[config.mk]
export PLATFORM = sky130hd
export DESIGN_NAME = mb_regs
export DESIGN_NICKNAME = d
export VERILOG_FILES = /design/src/mb_pkg.sv /design/src/mb_regs.sv
export VERILOG_INCLUDE_DIRS = /design/src
export SDC_FILE = /design/constraint.sdc
export NUM_CORES = 1
export LEC_CHECK = 0
export ABC_AREA = 1
export BUFFER_PORTS_ARGS = -buffer_cell sky130_fd_sc_hd__buf_2
export CORE_AREA = 2 2 119 121
export DETAILED_ROUTE_END_ITERATION = 16
export DIE_AREA = 0 0 121 123
export HOLD_SLACK_MARGIN = 0.02
export PLACE_DENSITY = 0.79
export SYNTH_ARGS = -nofsm -noshare
export SYNTH_HDL_FRONTEND = slang
export SYNTH_SLANG_ARGS = --single-unit
export TNS_END_PERCENT = 30
[constraint.sdc]
create_clock -name hclk -period 1.85 [get_ports hclk]
set_input_delay 0.37 -clock hclk [delete_from_list [all_inputs] [get_ports hclk]]
set_output_delay 0.37 -clock hclk [all_outputs]
set_load 0.01 [all_outputs]
[src/mb_settings.svh]
/* memory bridge constants: register offsets, word widths, burst size,
   buffer page geometry and reset values */
`ifndef MB_SETTINGS_SVH
`define MB_SETTINGS_SVH

`define MB_ADDR64_W    29     // word address and length width
`define MB_DATA_W      64
`define MB_BURST_LEN   16     // beats per full burst
`define MB_PAGE_WORDS  128
`define MB_PAGES       4
`define MB_WIDTH_W     14     // frame width field

// wishbone word offsets
`define MB_REG_CTRL    3'd0
`define MB_REG_LO_ADDR 3'd1
`define MB_REG_SIZE    3'd2
`define MB_REG_START   3'd3
`define MB_REG_LEN     3'd4
`define MB_REG_WIDTH   3'd5
`define MB_REG_MODE    3'd6
`define MB_REG_STATUS  3'd7

`define MB_MODE_RESET  4'd3   // default cache attribute

`endif

[src/mb_pkg.sv]
/* memory bridge types: bus groups, configuration set and enums */
`default_nettype none
`include "mb_settings.svh"

package mb_pkg;

    typedef struct packed {
        logic        cyc;
        logic        stb;
        logic        we;
        logic [2:0]  adr;  // word offset
        logic [31:0] dat;
    } wb_req_t;

    typedef struct packed {
        logic        ack;
        logic [31:0] dat;  // valid with ack
    } wb_rsp_t;

    typedef struct packed {
        logic [31:0] addr; // byte address
        logic [3:0]  len;  // beats minus 1
        logic [3:0]  cache;
    } axi_aw_t;

    typedef struct packed {
        logic [`MB_DATA_W-1:0] data;
        logic                  last;
    } axi_w_t;

    typedef struct packed {
        logic                  we;
        logic                  next_page;
        logic [`MB_DATA_W-1:0] data;
    } buf_wr_t;

    typedef struct packed {
        logic [`MB_ADDR64_W-1:0] lo_addr64;  // window base, 16-word aligned
        logic [`MB_ADDR64_W-1:0] size64;     // window size
        logic [`MB_ADDR64_W-1:0] start64;    // start relative to lo_addr64
        logic [`MB_ADDR64_W-1:0] len64;      // words per transfer
        logic [`MB_WIDTH_W-1:0]  width64;    // words per frame line
        logic                    reset_addr; // reload start64 on start
        logic [3:0]              cache;
    } mb_cfg_t;

    // ctrl bits 2:1
    typedef enum logic [1:0] {
        cmd_none        = 2'b00,
        cmd_start_reset = 2'b01,
        cmd_continue    = 2'b11
    } ctrl_cmd_e;

    typedef enum logic [1:0] {
        xs_idle,
        xs_run,
        xs_drain
    } xfer_state_e;

endpackage

`default_nettype wire

[src/mb_regs.sv]
/* memory bridge register file: wishbone classic slave with configuration,
   start pulse generation and readable status */
`timescale 1ns/1ps
`default_nettype none
`include "mb_settings.svh"

module mb_regs (
    input  wire                  hclk,
    input  wire                  hrst,
    input  wire mb_pkg::wb_req_t wb_i,
    output mb_pkg::wb_rsp_t      wb_o,
    input  wire                  busy_i,
    input  wire                  done_i,
    input  wire [7:0]            bursts_i,
    output mb_pkg::mb_cfg_t      cfg_o,
    output logic                 start_o,
    output logic                 en_o
);
    mb_pkg::ctrl_cmd_e cmd;
    logic              req;
    logic              wr;
    logic [31:0]       rdat;
    logic              cmd_start;

    assign req       = wb_i.cyc && wb_i.stb && !wb_o.ack; // not during our own ack
    assign wr        = req && wb_i.we;
    assign cmd       = mb_pkg::ctrl_cmd_e'(wb_i.dat[2:1]);
    assign cmd_start = (cmd == mb_pkg::cmd_start_reset) || (cmd == mb_pkg::cmd_continue);

    always_comb begin
        rdat = '0;
        case (wb_i.adr)
            `MB_REG_CTRL:    rdat[0] = en_o;
            `MB_REG_LO_ADDR: rdat[`MB_ADDR64_W-1:0] = cfg_o.lo_addr64;
            `MB_REG_SIZE:    rdat[`MB_ADDR64_W-1:0] = cfg_o.size64;
            `MB_REG_START:   rdat[`MB_ADDR64_W-1:0] = cfg_o.start64;
            `MB_REG_LEN:     rdat[`MB_ADDR64_W-1:0] = cfg_o.len64;
            `MB_REG_WIDTH:   rdat[`MB_WIDTH_W-1:0] = cfg_o.width64;
            `MB_REG_MODE:    rdat[3:0] = cfg_o.cache;
            `MB_REG_STATUS:  rdat[9:0] = {bursts_i, done_i, busy_i};
            default:         rdat = '0;
        endcase
    end

    always_ff @(posedge hclk) begin
        if (hrst) begin
            wb_o        <= '0;
            cfg_o       <= '0;
            cfg_o.cache <= `MB_MODE_RESET;
            start_o     <= 1'b0;
            en_o        <= 1'b0;
        end else begin
            wb_o.ack <= req;   // single-cycle ack
            start_o  <= 1'b0;
            if (req) begin
                wb_o.dat <= rdat;
            end
            if (wr) begin
                case (wb_i.adr)
                    `MB_REG_CTRL: begin
                        en_o             <= wb_i.dat[0];
                        start_o          <= wb_i.dat[0] && cmd_start; // lands in ack cycle
                        cfg_o.reset_addr <= (cmd == mb_pkg::cmd_start_reset);
                    end
                    `MB_REG_LO_ADDR: begin
                        cfg_o.lo_addr64 <= {wb_i.dat[`MB_ADDR64_W-1:4], 4'd0};
                        cfg_o.start64   <= '0;  // new window restarts at its base
                    end
                    `MB_REG_SIZE:  cfg_o.size64  <= {wb_i.dat[`MB_ADDR64_W-1:4], 4'd0};
                    `MB_REG_START: cfg_o.start64 <= {wb_i.dat[`MB_ADDR64_W-1:4], 4'd0};
                    `MB_REG_LEN:   cfg_o.len64   <= wb_i.dat[`MB_ADDR64_W-1:0]; // any length
                    `MB_REG_WIDTH: cfg_o.width64 <= wb_i.dat[`MB_WIDTH_W-1:0];
                    `MB_REG_MODE:  cfg_o.cache   <= wb_i.dat[3:0];
                    default: ;     // status is read only
                endcase
            end
        end
    end

endmodule

`default_nettype wire

# --- Yosys cells after proc, flatten, opt, wreduce, memory -nomap -nowiden ---
# Index checks and enable logic that the tools add are counted.
totals:
  input_bits: 50
  output_inout_bits: 170
  register_bits: 159
classes:
  muxes: 6
  reduce_logical: 17
  bitwise: 2
  eq_ne: 9
op_table:
  columns: ["cell", "n"]
  rows:
  - ["one-hot mux 15 bit (4 select lines)", 1]
  - ["one-hot mux 29 bit (2 select lines)", 1]
  - ["one-hot mux 6 bit (6 select lines)", 1]
  - ["one-hot mux 4 bit (5 select lines)", 1]
  - ["one-hot mux 3 bit (5 select lines)", 1]
  - ["AND reduction 2 bit", 7]
  - ["== test 3 bit, second input constant", 4]
  - ["one-hot mux 1 bit (7 select lines)", 1]
  - ["== test 3 x 2 -> 1 bit, second input constant", 2]
  - ["logical AND 1 bit", 4]
  - ["== test 3 x 1 -> 1 bit, second input constant", 1]
  - ["zero test 3 bit", 1]
  - ["OR reduction 3 bit", 1]
  - ["== test 2 x 1 -> 1 bit, second input constant", 1]
  - ["== test 2 bit, second input constant", 1]
  - ["inverter 1 bit", 2]
  - ["nonzero test 2 bit", 1]
  - ["OR reduction 2 bit", 1]
  - ["zero test 1 bit", 1]
  - ["logical OR 1 bit", 1]

# --- Longest topological paths before layout ---
# Gate-level depths: netlist of run 1.
depth:
  depth_word: 5
  depth_mapped: 11
  depth_no_buf: 9

# --- Worst setup path after synthesis of run 1 ---
# OpenSTA, ideal clock, no wires.
synth_timing:
  path_type: "input port to flip-flop"
  from: "input port wb_i[34] (netlist name)"
  to: "register wb_o[0] (netlist name)"
  cell_stages: 11
  path_slack_ns: 0.278
  t_arrival_ns: 1.439
  t_required_ns: 1.716
  path_buffers: 3
  setup_ns: 0.134
  cell_sequence: "buf_6 -> inv_2 -> buf_4 -> buf_6 -> ha_1 -> nor3_1 -> nand3_1 -> nand2_1 -> inv_1 -> nand2_1 -> a21oi_1"
synth_between:
  elab_chain_len: 3
synth_lines:
  columns: ["item", "line_no", "source"]
  rows:
  - ["from (decl)", "mb_regs.sv:10", "input wire mb_pkg::wb_req_t wb_i,"]
  - ["== test 3 x 2 -> 1 bit or == test 3 x 1 -> 1 bit (tied branches)", "mb_regs.sv:32", "case (wb_i.adr)"]
  - ["OR reduction 2 bit (no source line)", null, null]
  - ["one-hot mux 1 bit (7 select lines) *", "mb_regs.sv:32", null]
  - ["to (decl)", "mb_regs.sv:11", "output mb_pkg::wb_rsp_t wb_o,"]
# Mark *: on every way between the ends. The rest lies on a longest branch, timed or not.
# A chain may end at the register's enable or synchronous reset.

# --- Worst setup path after layout of run 1 ---
layout_timing:
  from: "register wb_o[32] (netlist name)"
  to: "register cfg_o[87] (netlist name)"
layout_between:
  elab_chain_len: 4
layout_lines:
  columns: ["item", "line_no", "source"]
  rows:
  - ["zero test 1 bit", "mb_regs.sv:25", "assign req = wb_i.cyc && wb_i.stb && !wb_o.ack;"]
  - ["logical AND 1 bit", "mb_regs.sv:25", null]
  - ["logical AND 1 bit", "mb_regs.sv:26", "assign wr = req && wb_i.we;"]
  - ["AND reduction 2 bit (no source line)", null, null]
  - ["to (decl)", "mb_regs.sv:15", "output mb_pkg::mb_cfg_t cfg_o,"]
# No other way between the ends.

==> impl_metrics.csv, run 1 <==
group,metric,value,unit
setup_path,critical_path_required,2.14,ns
global_routing,grt_pass1_vias,6470,
run_status,status,"finished clean",
power,ir_drop,0.614,mV
place,placed_area,8000,µm²
finish,nets,1201,
floorplanning,die_w,121,µm
clocking,cts_resized,0,
finish,area_growth,26.0,%
setup_path,critical_path_class,"reg2reg",
detailed_routing,first_pass_iters,5,
sta,rsz0062_at_grt,"false",
clocking,cts_setup_buffers,0,
sta,slew_headroom,0.593,
global_routing,grt_pass1_wl,34.0,mm
hold_path,whs_endpoint,"cfg_o[0]",
power,leakage,4.29,nW
clocking,cts_tree,"built",
setup_path,slowest_delay,0.33,ns
setup_path,crit_slowest_cell,"dfxtp_1",
floorplanning,core_area,13600,µm²
detailed_routing,ant_nets,0,
logic_synthesis,ys_dominant_reg_cell,"dfxtp_1",
finish,final_common_cell,"buf_2",
setup_path,cp.arrival,1.83,ns
floorplanning,dieArea,14900,µm²
logic_synthesis,seq_area_frac_synth,0.454,
sta,drv_slew,0,
finish,drive_gt1_frac,0.256,
hold_path,hold_depth,3,
setup_path,critPathTopFamily,"simple AND/OR/NAND/NOR gates",
run,maxCapViolCount,0,
finish,antenna_cells,0,
finish,layout_common_cells,"buf_2, nand2_1, nor2_1",
clocking,cts.path.max_buffers,2,
floorplanning,rows,43,
detailed_routing,first_iter_violations,840,
detailed_routing,via_count,7357,
clocking,root_buffer,"clkbuf_16",
setup_path,critPathCaptureType,"flip-flop",
logic_synthesis,yosys_warnings,0,
sta,fmax,648,MHz
setup_path,path_max_fanout,27,
global_routing,grt_use_total,0.295,
global_routing,antenna_found_initial,0,
detailed_routing,viasPerCell,5.49,
clocking,cts_buffers,17,
hold_path,worstHoldStart,"wb_i[0]",
power,powerDensity,881,nW/µm²
clocking,cts_htree_levels,4,
clocking,clock_sinks,155,
logic_synthesis,ys_types,27,
floorplanning,io-pin-count,220,
floorplanning,initial_utilization,0.502,
clocking,cts_hold_buf,0,
place,port-buffer-count,201,
sta,finalClockSkew,0.00816,ns
hold_path,hold_path_class,"in2reg",
logic_synthesis,synth-edff-count,0,
setup_path,r2r_end,"cfg_o[87]",
sta,setup_viol,0,
sta,hold_viol,0,
detailed_routing,wl_per_cell,16.6,µm
detailed_routing,wl,22.3,mm
sta,fin_setup_tns,0,ns
finish,stdcell_area,8620,µm²
clocking,path_clk_slew,0.06,ns
sta,tightest_slew,0.609,ns
sta,finalCritPeriodShare,0.834,
logic_synthesis,synth.ff_latch_count,155,
logic_synthesis,synthCells,957,
global_routing,grt_max_degree,97,
floorplanning,die_y,123,µm
logic_synthesis,syn-cell-area,6840,µm²
setup_path,critical_path.cell_chain,"nor2_4, nand2_4, nor2_2, inv_2, o21ai_0, a21oi_1",
clocking,clock_latency,0.42,ns
logic_synthesis,async_flop_share,0,
sta,period_minus_slack,1.54,ns
place,place_congestion,0.874,
global_routing,grt-ovfl-total,0,
detailed_routing,drc,0,
setup_path,timing.rr.start,"wb_o[32]",
setup_path,start_kind,"flip-flop",
place,post-dp-hpwl,14.9,mm
setup_path,reg2regPathDepth,6,
logic_synthesis,syn_area_per_cell,7.15,µm²
setup_path,rrSetupSlack,0.31,ns
setup_path,cp.buffers_inverters,1,
## routing by layer
metal / track usage / routed length [µm] / up-vias
met5: 0 / 0 / -
li1: - / - / 3491
met2: 0.464 / 10300 / 433
met3: 0.0669 / 2020 / 59
met4: 0.121 / 649 / 0
met1: 0.393 / 9240 / 3374
## worst reg2reg max path: cells and delay by family (launching register included)
| kind | cells | cell delay [ns] |
|---|---|---|
| flip-flops | 1 | 0.33 |
| AND/OR/NAND/NOR | 3 | 0.52 |
| AO/OA/AOI/OAI | 2 | 0.30 |
| buffers and inverters | 1 | 0.26 |
## layout make-up
class                           count  area (µm²)
Sequential cell                   155        3100
Clock buffer                       24         482
Tap cell                          180         225
Fill cell                        1218        4990
Multi-Input combinational cell    699        3180
Timing Repair Buffer              239        1350
Inverter                           36         135
Clock inverter                      7         138
## worst max path at each step
stage	from	cells past startpoint	to	slack, ns
4_1_cts	wb_o[32]	6	cfg_o[87]	0.31
6_report	wb_o[32]	6	cfg_o[87]	0.31
5_1_grt	wb_o[32]	6	cfg_o[88]	0.25
2_1_floorplan	wb_i[34]	11	wb_o[0]	0.28
3_5_place_dp	wb_i[32]	7	cfg_o[119]	0.1
3_3_place_gp	wb_i[32]	7	cfg_o[119]	0.13
## power breakdown
| part | internal (mW) | switching [mW] | total [mW] |
|---|---|---|---|
| sequential | 3.37 | 0.0261 | 3.40 |
| clock | 2.35 | 1.31 | 3.67 |
| combinational | 0.158 | 0.367 | 0.524 |
## stage by stage
stage,cells,power (mW),worst slack [ns],util,hold slack [ns]
4_1_cts,1340,7.61,0.312,0.633,0.207
3_5_place_dp,1309,3.98,0.0987,0.588,0.451
6_report,1340,7.59,0.307,0.633,0.220
2_1_floorplan,971,3.77,0.278,-,0.483
5_1_grt,1340,7.83,0.253,0.633,0.218
3_3_place_gp,1309,3.98,0.132,0.588,0.449
## flip-flops by register name, summed over array words and instances, names as in the netlist
signal   flops
en_o         1
wb_o        30
start_o      1
cfg_o      123
## cells in the mapped netlist (4+ instances only)
cell type  count  area, µm²
dfxtp_1      155       3100
nor2_2         5       31.3
nor2_1       187        702
a21oi_2        7       61.3
o21ai_0      117        586
buf_4         21        158
inv_1         29        109
buf_2         23        115
buf_6          8       90.1
o21ai_1        8       40.0
inv_2          7       26.3
nand3_1       53        265
nand3_2        4       40.0
nand4_1       36        225
a21oi_1       62        310
nand2_1      193        724
clkbuf_1      26       97.6
## cell families after synthesis
logic type | Yosys count | share of synthesized area
AOI/OAI and AO/OA | 195 | 0.147
adders and majority gates | 3 | 0.00549
buffers and inverters | 117 | 0.0889
DFF | 155 | 0.454
other | 1 | 0.000548
and+or+nand+nor | 486 | 0.304
(Power assumes the default switching activity.)
==> run 2, diff against run 1 <==
--- a/config.mk
+++ b/config.mk
@@ -6,13 +6,13 @@
 export SDC_FILE = /design/constraint.sdc
 export NUM_CORES = 1
 export LEC_CHECK = 0
-export ABC_AREA = 1
+export ABC_AREA = 0
 export BUFFER_PORTS_ARGS = -buffer_cell sky130_fd_sc_hd__buf_2
-export CORE_AREA = 2 2 119 121
+export CORE_AREA = 2 2 118 120
 export DETAILED_ROUTE_END_ITERATION = 16
-export DIE_AREA = 0 0 121 123
+export DIE_AREA = 0 0 120 122
 export HOLD_SLACK_MARGIN = 0.02
-export PLACE_DENSITY = 0.79
+export PLACE_DENSITY = 0.78
 export SYNTH_ARGS = -nofsm -noshare
 export SYNTH_HDL_FRONTEND = slang
 export SYNTH_SLANG_ARGS = --single-unit
==> constraint.sdc (replaced) <==
create_clock -name hclk -period 1.56 [get_ports hclk]
set_input_delay 0.312 -clock hclk [delete_from_list [all_inputs] [get_ports hclk]]
set_output_delay 0.312 -clock hclk [all_outputs]
set_load 0.01 [all_outputs]
==> run 2 against run 1 <==
Synthesized cell count is 27% lower. Sequential cell count stayed put. Worst hold slack lost 0.052 ns. Clock power up 2%. First-iteration DRC count shrank 42%. Global-route usage fell by 2.3 points. Critical path depth did not move. Via count is 16% lower. Fmax rose by 0.32%. Power up 11%. Area after synthesis decreased by 3.9%. Core utilization is 1.2 points higher. Highest routed layer unchanged.
==> impl_metrics.csv, run 2 <==
group,metric,value,unit
run_status,status,"finished clean",
setup_path,critPathCaptureType,"flip-flop",
power,finalPower,8.43,mW
sta,rsz0062_at_grt,"true",
setup_path,crit_slowest_cell,"dfxtp_2",
logic_synthesis,seq_area_frac_synth,0.472,
setup_path,critical_path_class,"reg2reg",
sta,setup_viol,0,
detailed_routing,first_iter_violations,490,
clocking,cts_htree_levels,4,
clocking,cts_hold_buf,0,
setup_path,critical_path_required,1.84,ns
detailed_routing,first_pass_iters,5,
logic_synthesis,ys_top_cells_by_count,"dfxtp_1, nand2_1, mux2i_1, nor2_1, a21oi_1",
logic_synthesis,ys_dominant_reg_cell,"dfxtp_1",
power,p_sw_frac,0.234,
detailed_routing,ant_nets,0,
logic_synthesis,syn-cell-area,6570,µm²
finish,top_regs,"cfg_o (123), wb_o (30)",
clocking,root_buffer,"clkbuf_16",
sta,fmax,650,MHz
logic_synthesis,synthSimpleGateAreaFrac,0.152,
logic_synthesis,synth.most_common_cell,"dfxtp_1",
logic_synthesis,synth.ff_latch_count,155,
clocking,clock_latency,0.42,ns
power,power_frac_seq,0.476,
logic_synthesis,yosysTopAreaCell,"dfxtp_1",
setup_path,rrSetupSlack,0.02,ns
sta,tightest_slew,0.603,ns
sta,fin_setup_tns,0,ns
logic_synthesis,synth_mux_area_frac,0.168,
place,dp_cells,1090,
clocking,path_clk_slew,0.06,ns
finish,layout_common_cells,"buf_2, dfxtp_1, nand2_1",
global_routing,antenna_found_initial,0,
place,pre_cts_ws,-0.180,ns
finish,final_common_cell,"buf_2",
place,post-dp-hpwl,13.8,mm
setup_path,slowest_delay,0.33,ns
power,p_comb_frac,0.082,
hold_path,hold_path_class,"in2reg",
sta,holdWs,0.168,ns
place,place_congestion,0.820,
logic_synthesis,synth-edff-count,0,
floorplanning,rows,43,
floorplanning,core_area,13500,µm²
clocking,cts_buffers,17,
sta,finalClockSkew,0.00988,ns
sta,drv_slew,0,
finish,area_growth,32.5,%
hold_path,hold_depth,3,
logic_synthesis,ys_types,42,
finish,stdcell_area,8710,µm²
setup_path,critical_path.cell_chain,"nand4b_4, nor3b_4, buf_6, buf_12, mux2i_2, nor2_1",
floorplanning,dieArea,14600,µm²
logic_synthesis,yosys.area.top_type_share,0.472,
logic_synthesis,syn_area_per_cell,9.36,µm²
detailed_routing,wl_per_cell,17.9,µm
logic_synthesis,yosys_warnings,0,
finish,fillCellCount,1119,
power,ir_drop,0.722,mV
place,port-buffer-count,201,
logic_synthesis,synth_area_leaders,"dfxtp_1, mux2i_1, nand2_1, a21oi_1, nor2_1",
floorplanning,initial_utilization,0.487,
sta,slew_headroom,0.598,
setup_path,reg2regPathDepth,6,
power,powerDensity,969,nW/µm²
logic_synthesis,synth_top_family_by_area,"multiplexers",
sta,hold_viol,0,
logic_synthesis,synthCells,702,
power,internal_power,6.46,mW
global_routing,grt_pass1_wl,31.0,mm
floorplanning,die_y,122,µm
setup_path,path_max_fanout,7,
run,maxCapViolCount,0,
logic_synthesis,synth_xor_area_frac,0.00133,
setup_path,start_kind,"flip-flop",
logic_synthesis,async_flop_share,0,
detailed_routing,wl,20.0,mm
logic_synthesis,synth-adder-area-share,0.00571,
place,placed_area,8140,µm²
power,power_switching,1.97,mW
floorplanning,die_w,120,µm
power,leakage,3.91,nW
finish,nets,983,
finish,fin_util,0.645,
floorplanning,io-pin-count,220,
detailed_routing,viasPerCell,5.51,
finish,antenna_cells,0,
setup_path,cp.arrival,1.82,ns
finish,top_register,"cfg_o",
global_routing,grt_pass1_vias,5728,
sta,fin_ws,0.0221,ns
clocking,cts_tree,"built",
logic_synthesis,synth_compound_area_frac,0.140,
finish,drive_gt1_frac,0.339,
sta,finalCritPeriodShare,0.986,
detailed_routing,via_count,6182,
global_routing,grt-ovfl-total,0,
clocking,clock_sinks,155,
sta,period_minus_slack,1.54,ns
power,clkPwrFrac,0.443,
clocking,cts.path.max_buffers,2,
global_routing,grt_use_total,0.272,
finish,largest_reg_flops,123,
finish,instances_no_fill,1121,
global_routing,grt_max_degree,75,
detailed_routing,drc,0,
run 2: changes by cell type after synthesis, moves of 18 or more:
cell and change:
a22o_1 +18, a22oi_1 +18, inv_1 -27, mux2i_1 +87
nand2_1 -100, nand3_1 -25, nand4_1 -32, nor2_1 -110
o21ai_0 -112
run 2: worst paths after layout:
path	start	endpoint
min	wb_i[17]	cfg_o[36]
min reg2reg	cfg_o[76]	cfg_o[76]
max	wb_o[32]	cfg_o[111]
max reg2reg	wb_o[32]	cfg_o[111]
run 2: area by class of cell:
class                           instances  area (µm²)  share of cell area
Tap cell                              180         225              0.0259
Clock buffer                           21         450              0.0517
Clock inverter                          9        75.1             0.00862
Inverter                                4        15.0             0.00172
Multi-Input combinational cell        487        3180               0.365
Timing Repair Buffer                  265        1660               0.191
Sequential cell                       155        3100               0.357
run 2: critical path: cells and delay by family, from the launching register on:
kind          cells  cell delay (ns)
buf+inv           2             0.29
flops             1             0.33
simple gates      3             0.57
mux               1             0.21
run 2: layer usage:
layer / vias up / GRT usage / part of all wire
met3: 26 / 0.0641 / 0.082
met5: - / 0 / 0
met1: 2964 / 0.365 / 0.43
li1: 2909 / - / -
met4: 0 / 0.0853 / 0.015
met2: 283 / 0.434 / 0.47
run 2: power groups by stage:
stage               combinational, mW  clock (mW)  sequential (mW)
detailed placement              0.664           0             4.10
global route                    0.732        3.96             4.01
CTS                             0.670        3.78             4.01
global placement                0.660           0             4.10
finish                          0.689        3.73             4.01
floorplan                       0.344           0             4.11
run 2: cell families after synthesis:
group	after synthesis
AND/OR/NAND/NOR	228
flip-flops	155
AO/OA/AOI/OAI	138
multiplexers	102
buffers and inverters	74
adder cells (fa/ha/maj)	3
other	1
XOR/XNOR	1
run 2: timing repair:
item / CTS / global route
setup endpoints to repair: 0 / 50
gates resized for setup: 0 / 8
setup buffers: 0 / 1
==> run 3, diff against run 2 <==
--- a/config.mk
+++ b/config.mk
@@ -8,11 +8,11 @@
 export LEC_CHECK = 0
 export ABC_AREA = 0
 export BUFFER_PORTS_ARGS = -buffer_cell sky130_fd_sc_hd__buf_2
-export CORE_AREA = 2 2 118 120
+export CORE_AREA = 2 2 114 116
 export DETAILED_ROUTE_END_ITERATION = 16
-export DIE_AREA = 0 0 120 122
+export DIE_AREA = 0 0 116 118
 export HOLD_SLACK_MARGIN = 0.02
-export PLACE_DENSITY = 0.78
+export PLACE_DENSITY = 0.83
 export SYNTH_ARGS = -nofsm -noshare
 export SYNTH_HDL_FRONTEND = slang
 export SYNTH_SLANG_ARGS = --single-unit
==> constraint.sdc (replaced) <==
create_clock -name hclk -period 1.8 [get_ports hclk]
set_input_delay 0.36 -clock hclk [delete_from_list [all_inputs] [get_ports hclk]]
set_output_delay 0.36 -clock hclk [all_outputs]
set_load 0.01 [all_outputs]
==> run 3 against run 2 <==
Register-to-register slack better by 0.09 ns. Fmax is 9.0% lower. Wire length is 0.25% higher. Clock-buffer cell count is 3 higher. Global-route usage is 2.2 points higher. Largest cell class unchanged. First-iteration DRC count is 0.61% higher. Critical path depth is 1 lower. Setup slack better by 0.088 ns. Worst hold slack better by 0.038 ns. Highest routed layer unchanged. Power is 10% lower. Largest power group is now the clock network.
==> impl_metrics.csv, run 3 (synthesis results as in run 2) <==
group,metric,value,unit
floorplanning,die_y,118,µm
sta,hold_viol,0,
global_routing,antenna_found_initial,0,
power,powerDensity,894,nW/µm²
sta,finalClockSkew,0.00709,ns
clocking,clock_sinks,155,
detailed_routing,wl_per_cell,18.4,µm
sta,setup_viol,0,
power,power_frac_seq,0.459,
detailed_routing,via_count,6163,
hold_path,hold_path_class,"in2reg",
detailed_routing,drc,0,
place,place_congestion,0.859,
detailed_routing,wl,20.1,mm
global_routing,grt_use_total,0.294,
clocking,cts_buffers,17,
finish,nets,961,
setup_path,critPathCaptureType,"flip-flop",
floorplanning,initial_utilization,0.529,
power,p_comb_frac,0.072,
clocking,root_buffer,"clkbuf_16",
clocking,cts.path.max_buffers,2,
detailed_routing,viasPerCell,5.64,
setup_path,reg2regPathDepth,5,
detailed_routing,ant_nets,0,
setup_path,critical_path_required,2.08,ns
finish,area_growth,29.0,%
clocking,cts_tree,"built",
setup_path,cp.arrival,1.97,ns
finish,antenna_cells,0,
run,maxCapViolCount,0,
sta,slew_headroom,0.605,
sta,fmax,592,MHz
floorplanning,rows,41,
setup_path,path_max_fanout,14,
floorplanning,io-pin-count,220,
place,port-buffer-count,201,
sta,period_minus_slack,1.69,ns
finish,largest_reg_flops,123,
finish,top_register,"cfg_o",
detailed_routing,first_iter_violations,493,
finish,drive_gt1_frac,0.322,
clocking,cts_hold_buf,0,
global_routing,grt_pass1_wl,31.2,mm
power,internal_power,5.87,mW
sta,fin_setup_tns,0,ns
clocking,clock_latency,0.42,ns
power,clkPwrFrac,0.469,
sta,finalCritPeriodShare,0.939,
sta,drv_slew,0,
global_routing,grt_pass1_vias,5902,
power,ir_drop,0.488,mV
clocking,cts_resized,0,
clocking,cts_htree_levels,4,
clocking,path_clk_slew,0.06,ns
finish,layout_common_cells,"buf_2, dfxtp_1, nand2_1",
detailed_routing,first_pass_iters,7,
sta,rsz0062_at_grt,"false",
power,leakage,3.80,nW
place,post-dp-hpwl,13.8,mm
sta,tightest_slew,0.592,ns
global_routing,grt-ovfl-total,0,
global_routing,grt_max_degree,67,
setup_path,start_kind,"flip-flop",
finish,top_regs,"cfg_o (123), wb_o (30)",
hold_path,hold_depth,3,
finish,fin_util,0.683,
run_status,status,"finished clean",
power,p_sw_frac,0.226,
finish,final_common_cell,"buf_2",
floorplanning,core_area,12400,µm²
floorplanning,die_w,116,µm
floorplanning,dieArea,13700,µm²
power,power_switching,1.71,mW
clocking,cts_setup_buffers,0,
setup_path,critical_path_class,"reg2reg",
run 3: area by class of cell:
cell class,instances,area [µm²]
well taps,172,215
repair buffers,243,1410
flip-flops and latches,155,3100
inverters,4,15.0
multi-input cells,487,3140
fillers,1008,3940
clock buffers,24,502
clock inverters,7,87.6
run 3: critical path, stage by stage (launching register included):
cell	delay [ns]
dfxtp_1	0.33
nand4b_2	0.31
nor3b_2	0.27
buf_4	0.35
mux2i_1	0.23
nor2_1	0.06
run 3: metrics by stage:
stage          area, µm²  power [mW]  hold slack [ns]  cells  setup slack [ns]
4_1_cts             8480        7.61            0.194   1092             0.125
3_3_place_gp        7890        4.08            0.447   1061            0.0531
2_1_floorplan       6630        3.86            0.481    716             0.178
6_report            8480        7.58            0.206   1092             0.110
3_5_place_dp        7890        4.09            0.458   1061           0.00578
5_1_grt             8480        7.81            0.203   1092            0.0263
run 3: path summary, 6_finish.rpt:
check | start | endpoint | slack [ns]
max | wb_o[32] | cfg_o[115] | 0.11
min | wb_i[17] | cfg_o[36] | 0.21
max reg2reg | wb_o[32] | cfg_o[115] | 0.11
min reg2reg | cfg_o[76] | cfg_o[76] | 0.47
run 3: routing by layer:
metal	vias to the layer above	track usage	wire length (µm)
met5	-	0	0
met4	0	0.141	631
met3	58	0.0633	1730
met2	339	0.467	9710
met1	2910	0.375	8010
li1	2856	-	-
run 3: power groups by stage:
stage	sequential (mW)	combinational [mW]	clock, mW
after floorplan	3.56	0.297	0
after global placement	3.55	0.529	0
after detailed placement	3.55	0.536	0
after CTS	3.48	0.541	3.59
after global routing	3.48	0.585	3.75
final	3.48	0.546	3.56
